[src/dual_bank_icache_pkg.sv]
/*
 * Shared geometry of the two-bank instruction cache
 * Agent id of this cache for snoop filtering
 * Fetch address union with a flat view and a field view
 */
package dual_bank_icache_pkg;

	// ========================================================================
	// Address geometry
	// ========================================================================

	// Byte address width of a fetch
	localparam int ADDR_W = 32;

	// Byte offset within one 16-byte line
	localparam int OFFSET_W = 4;

	// Set index bits inside one bank
	localparam int INDEX_W = 6;

	// The bank bit sits between the index and the offset, so it is not part of the tag
	localparam int TAG_W = ADDR_W - OFFSET_W - INDEX_W - 1;

	// Number of sets held by each bank
	localparam int SETS = 1 << INDEX_W;

	// Size of one line in bytes, used to step to the next line
	localparam int LINE_BYTES = 1 << OFFSET_W;

	// ========================================================================
	// Way and line storage
	// ========================================================================

	// Associativity of each bank
	localparam int WAYS = 4;
	localparam int WAY_W = 2;

	// One line of instruction bytes
	localparam int LINE_W = 128;

	// ========================================================================
	// Coherence agents
	// ========================================================================

	localparam int AGENT_ID_W = 6;

	// Snoops that come back with this id were caused by this cache itself
	localparam logic [AGENT_ID_W-1:0] CACHE_ID = 6'd1;

	// One address word, seen either as a plain number for arithmetic or
	// split into the fields that pick the bank, the set and the tag
	typedef union packed {
		logic [ADDR_W-1:0] flat;
		struct packed {
			logic [TAG_W-1:0] tag;
			logic [INDEX_W-1:0] index;
			// High for lines stored in the odd bank
			logic odd;
			logic [OFFSET_W-1:0] offset;
		} f;
	} fetch_addr_u;

endpackage
[src/icache_line_merge.sv]
/*
 * Merge stage of the two-bank instruction cache
 * Orders the even and odd bank lines, forms the pair hit and the miss address
 */
`timescale 1ns/1ns

module icache_line_merge (
	input logic odd_first_i,
	input logic even_hit_i,
	input logic odd_hit_i,
	input logic [dual_bank_icache_pkg::LINE_W-1:0] even_data_i,
	input logic [dual_bank_icache_pkg::LINE_W-1:0] odd_data_i,
	input dual_bank_icache_pkg::fetch_addr_u even_addr_i,
	input dual_bank_icache_pkg::fetch_addr_u odd_addr_i,
	output logic [dual_bank_icache_pkg::LINE_W-1:0] line_lo_o,
	output logic [dual_bank_icache_pkg::LINE_W-1:0] line_hi_o,
	output logic hit_o,
	output logic [dual_bank_icache_pkg::ADDR_W-1:0] miss_addr_o
);
	import dual_bank_icache_pkg::*;

	// ========================================================================
	// Line order
	// ========================================================================

	// A fetch that started in an odd line reads that line from the odd bank
	// and its successor from the even bank
	// A fetch that started in an even line is the other way round
	always_comb begin
		if (odd_first_i) begin
			line_lo_o = odd_data_i;
			line_hi_o = even_data_i;
		end else begin
			line_lo_o = even_data_i;
			line_hi_o = odd_data_i;
		end
	end

	// ========================================================================
	// Hit and miss address
	// ========================================================================

	// An instruction may span both lines, so both must be present
	assign hit_o = even_hit_i && odd_hit_i;

	// The even line is always asked for first, whichever line is lower in
	// the fetch, so the fill sequence is the same for both orders
	// The odd line is reported once the even line is present
	always_comb begin
		if (!even_hit_i)
			miss_addr_o = even_addr_i.flat;
		else if (!odd_hit_i)
			miss_addr_o = odd_addr_i.flat;
		else
			miss_addr_o = {ADDR_W{1'b0}};
	end

endmodule

[config.mk]
export PLATFORM = sky130hd
export DESIGN_NAME = icache_line_merge
export DESIGN_NICKNAME = d
export VERILOG_FILES = /design/src/dual_bank_icache_pkg.sv /design/src/icache_line_merge.sv
export SDC_FILE = /design/constraint.sdc
export NUM_CORES = 1
export LEC_CHECK = 0
export ABC_AREA = 1
export BUFFER_PORTS_ARGS = -buffer_cell sky130_fd_sc_hd__buf_2
export CAP_MARGIN = 30
export CORE_AREA = 8 8 229 231
export DETAILED_ROUTE_END_ITERATION = 8
export DIE_AREA = 0 0 237 239
export GPL_ROUTABILITY_DRIVEN = 0
export PLACE_DENSITY = 0.43
export SLEW_MARGIN = 20
export SYNTH_ARGS = -nofsm -noshare
export SYNTH_HDL_FRONTEND = slang
export SYNTH_SLANG_ARGS = --single-unit
[constraint.sdc]
create_clock -name vclk -period 1.35
set_clock_uncertainty 0.1 [all_clocks]
set_input_delay 0.0675 -clock vclk [all_inputs]
set_output_delay 0.0675 -clock vclk [all_outputs]
set_load 0.005 [all_outputs]
==> insert_results.sql <==
INSERT INTO impl_metrics (metric_group, metric, value, unit) VALUES
('synth', 'postSynthCellCount', '935', ''),
('run_status', 'status', 'complete, no violations', ''),
('synth', 'synthesis.nets', '1258', ''),
('synth', 'syn-mean-instance-area', '4.35', 'sq um'),
('floorplan', 'initial_utilization', '0.0838', ''),
('detailed_routing', 'detail_route.vias_per_cell', '3.50', ''),
('placed_design', 'placedInstanceArea', '7840', 'sq um'),
('floorplan', 'top_level_ports', '612', ''),
('clocking', 'cts_repair_resize_count', '0', ''),
('finish', 'layout.cells.non_filler', '2141', ''),
('timing', 'final_min_period_over_clock_period', '0.855', ''),
('timing', 'hold_viol_final', '0', ''),
('min_path', 'timing.hold.worst_path_depth', '4', ''),
('critical_path', 'startpoint', 'odd_first_i', ''),
('finish', 'design.seq.count', '0', ''),
('detailed_routing', 'routedWlPerCell', '14.1', 'um'),
('synth', 'mappedNetlistArea', '4070', 'sq um'),
('clocking', 'holdBufCountCts', '0', ''),
('critical_path', 'timing.critical_path.buf_inv', '4', ''),
('timing', 'report.final.setup_viol', '0', ''),
('timing', 'final_max_slew_viol_count', '0', ''),
('critical_path', 'critical-path-slowest-cell', 'sky130_fd_sc_hd__buf_4', ''),
('critical_path', 'worst-endpoint-required', '1.18', 'ns'),
('timing', 'timing_worst_slew_pin_value', '0.380', 'ns'),
('clocking', 'post-cts-setup-buffers', '0', ''),
('detailed_routing', 'route.vias.total', '7500', ''),
('finish', 'filler_cell_count', '5748', ''),
('flow_run', 'cap_viol_max_count', '0', ''),
('timing', 'setup_tns', '0', 'ns'),
('floorplan', 'fp.dieW', '237', 'um'),
('finish', 'num-clock-buffers', '0', ''),
('global_routing', 'wire_length_of_the_first_global_routing_pass', '43800', 'um'),
('timing', 'period_needed', '1.15', 'ns'),
('finish', 'nNetsFinal', '1843', ''),
('floorplan', 'die_area', '56600', 'sq um'),
('critical_path', 'crit_path_max_fanout', '32', ''),
('detailed_routing', 'post-route-drc-count', '0', ''),
('synth', 'ys_types', '11', ''),
('critical_path', 'critPathCaptureType', 'primary output', ''),
('placed_design', 'dp.final_hpwl', '27700', 'um'),
('critical_path', 'crit_path_start_kind', 'input pin', ''),
('global_routing', 'antenna_found_initial', '11', ''),
('detailed_routing', 'drt_first_iter_violations', '268', ''),
('timing', 'max_slew_headroom', '0.744', ''),
('global_routing', 'largest_net_degree_at_the_start_of_global_routing', '51', ''),
('detailed_routing', 'detail_route.first_pass.iterations', '5', ''),
('min_path', 'worstHoldPathType', 'in -> out', ''),
('floorplan', 'floorplan.rows', '81', ''),
('finish', 'ff_latch_area', '0', 'sq um'),
('timing', 'fmaxAchievable', '866', 'MHz'),
('synth', 'number_of_synthesis_warnings', '0', ''),
('global_routing', 'grt-ovfl-total', '0', ''),
('placed_design', 'io_buffers', '612', ''),
('power', 'leakage_power_of_the_design', '5.26', 'nW'),
('critical_path', 'cp_data_arrival_time', '0.99', 'ns'),
('critical_path', 'critical_path_cell_count', '6', ''),
('power', 'irDropWorstVdd', '0.113', 'mV'),
('placed_design', 'placed_cells', '2140', ''),
('floorplan', 'die-height', '239', 'um'),
('finish', 'postLayoutCoreUtil', '0.162', ''),
('power', 'power_density', '321', 'nW/um^2'),
('finish', 'drive_gt1_frac', '0.428', ''),
('critical_path', 'max_stage_delay', '0.23', 'ns'),
('finish', 'mostFrequentLayoutCells', 'sky130_fd_sc_hd__buf_2, sky130_fd_sc_hd__nand2_1, sky130_fd_sc_hd__inv_1', ''),
('critical_path', 'timing.critical_path.cells', 'buf_8, buf_12, buf_4, nand2_1, o21ai_1, buf_2', ''),
('global_routing', 'grt_pass1_vias', '7490', ''),
('global_routing', 'globalRouteTotalUtil', '0.0962', ''),
('floorplan', 'coreArea', '48500', 'sq um'),
('synth', 'ys_seq_area_frac', '0', ''),
('timing', 'grt_setup_unrepaired', 'no', ''),
('critical_path', 'timing.critical_path.max_delay_family', 'buffers and inverters', ''),
('min_path', 'min-delay-start', 'even_addr_i[31]', ''),
('finish', 'synthToLayoutAreaGrowth', '92.8', '%'),
('finish', 'final_design_area_no_fill', '7850', 'sq um'),
('detailed_routing', 'routed_wirelength', '30100', 'um'),
('finish', 'most_common_library_cell_in_the_layout_ignoring_fill_and_taps', 'sky130_fd_sc_hd__buf_2', ''),
('critical_path', 'timing.setup.critical_path_class', 'in -> out', ''),
('detailed_routing', 'antenna_violating_nets_post_route', '0', '');
==> cell families (layout without fill, tap and decap cells) <==
logic type / Yosys count / in the layout / synth area share
buffers and inverters: 326 / 909 / 0.350
and+or+nand+nor: 353 / 353 / 0.335
AOI/OAI and AO/OA: 256 / 256 / 0.315
other: 0 / 1 / 0
==> cell usage after synthesis, drive strengths merged <==
| master | count | share of area |
|---|---|---|
| buf | 32 | 0.078 |
| clkbuf | 35 | 0.033 |
| inv | 259 | 0.24 |
| nand2 | 321 | 0.30 |
| nand3 | 32 | 0.039 |
| o21ai | 256 | 0.31 |
==> final cells by class <==
type	instances	area [sq um]	share of cell area
Inverter	259	972	0.124
Multi-Input combinational cell	609	2650	0.337
Antenna cell	1	2.50	0.000319
Timing Repair Buffer	650	3450	0.439
Tap cell	622	778	0.0992
==> power breakdown <==
| part | total, W | leakage [nW] | switching (W) | internal, W |
|---|---|---|---|---|
| sequential | 0 | 0 | 0 | 0 |
| clock | 0.0000000000993 | 0.00000634 | 0 | 0.0000000000993 |
| combinational | 0.00252 | 5.26 | 0.00133 | 0.00118 |
==> metal layers <==
metal | GRT usage | vias up | routed length, um
met2 | 0.174 | 383 | 14700
met4 | 0.0174 | 10 | 638
met3 | 0.0399 | 37 | 3400
met1 | 0.105 | 3128 | 11400
li1 | - | 3942 | -
met5 | 0 | - | 63
==> through the flow <==
step	power, W	hold WS (ns)	worst slack, ns
after floorplan	0.00104	0.107	0.384
after global placement	0.00255	0.297	0.150
after detailed placement	0.00257	0.302	0.154
after CTS	0.00258	0.303	0.153
after global routing	0.00285	0.313	0.0888
final	0.00252	0.301	0.196
==> final timing paths <==
kind | endpoint | slack, ns
setup / recovery | line_hi_o[119] | 0.20
hold / removal | miss_addr_o[31] | 0.30
Power figures use the tool's default switching activity.
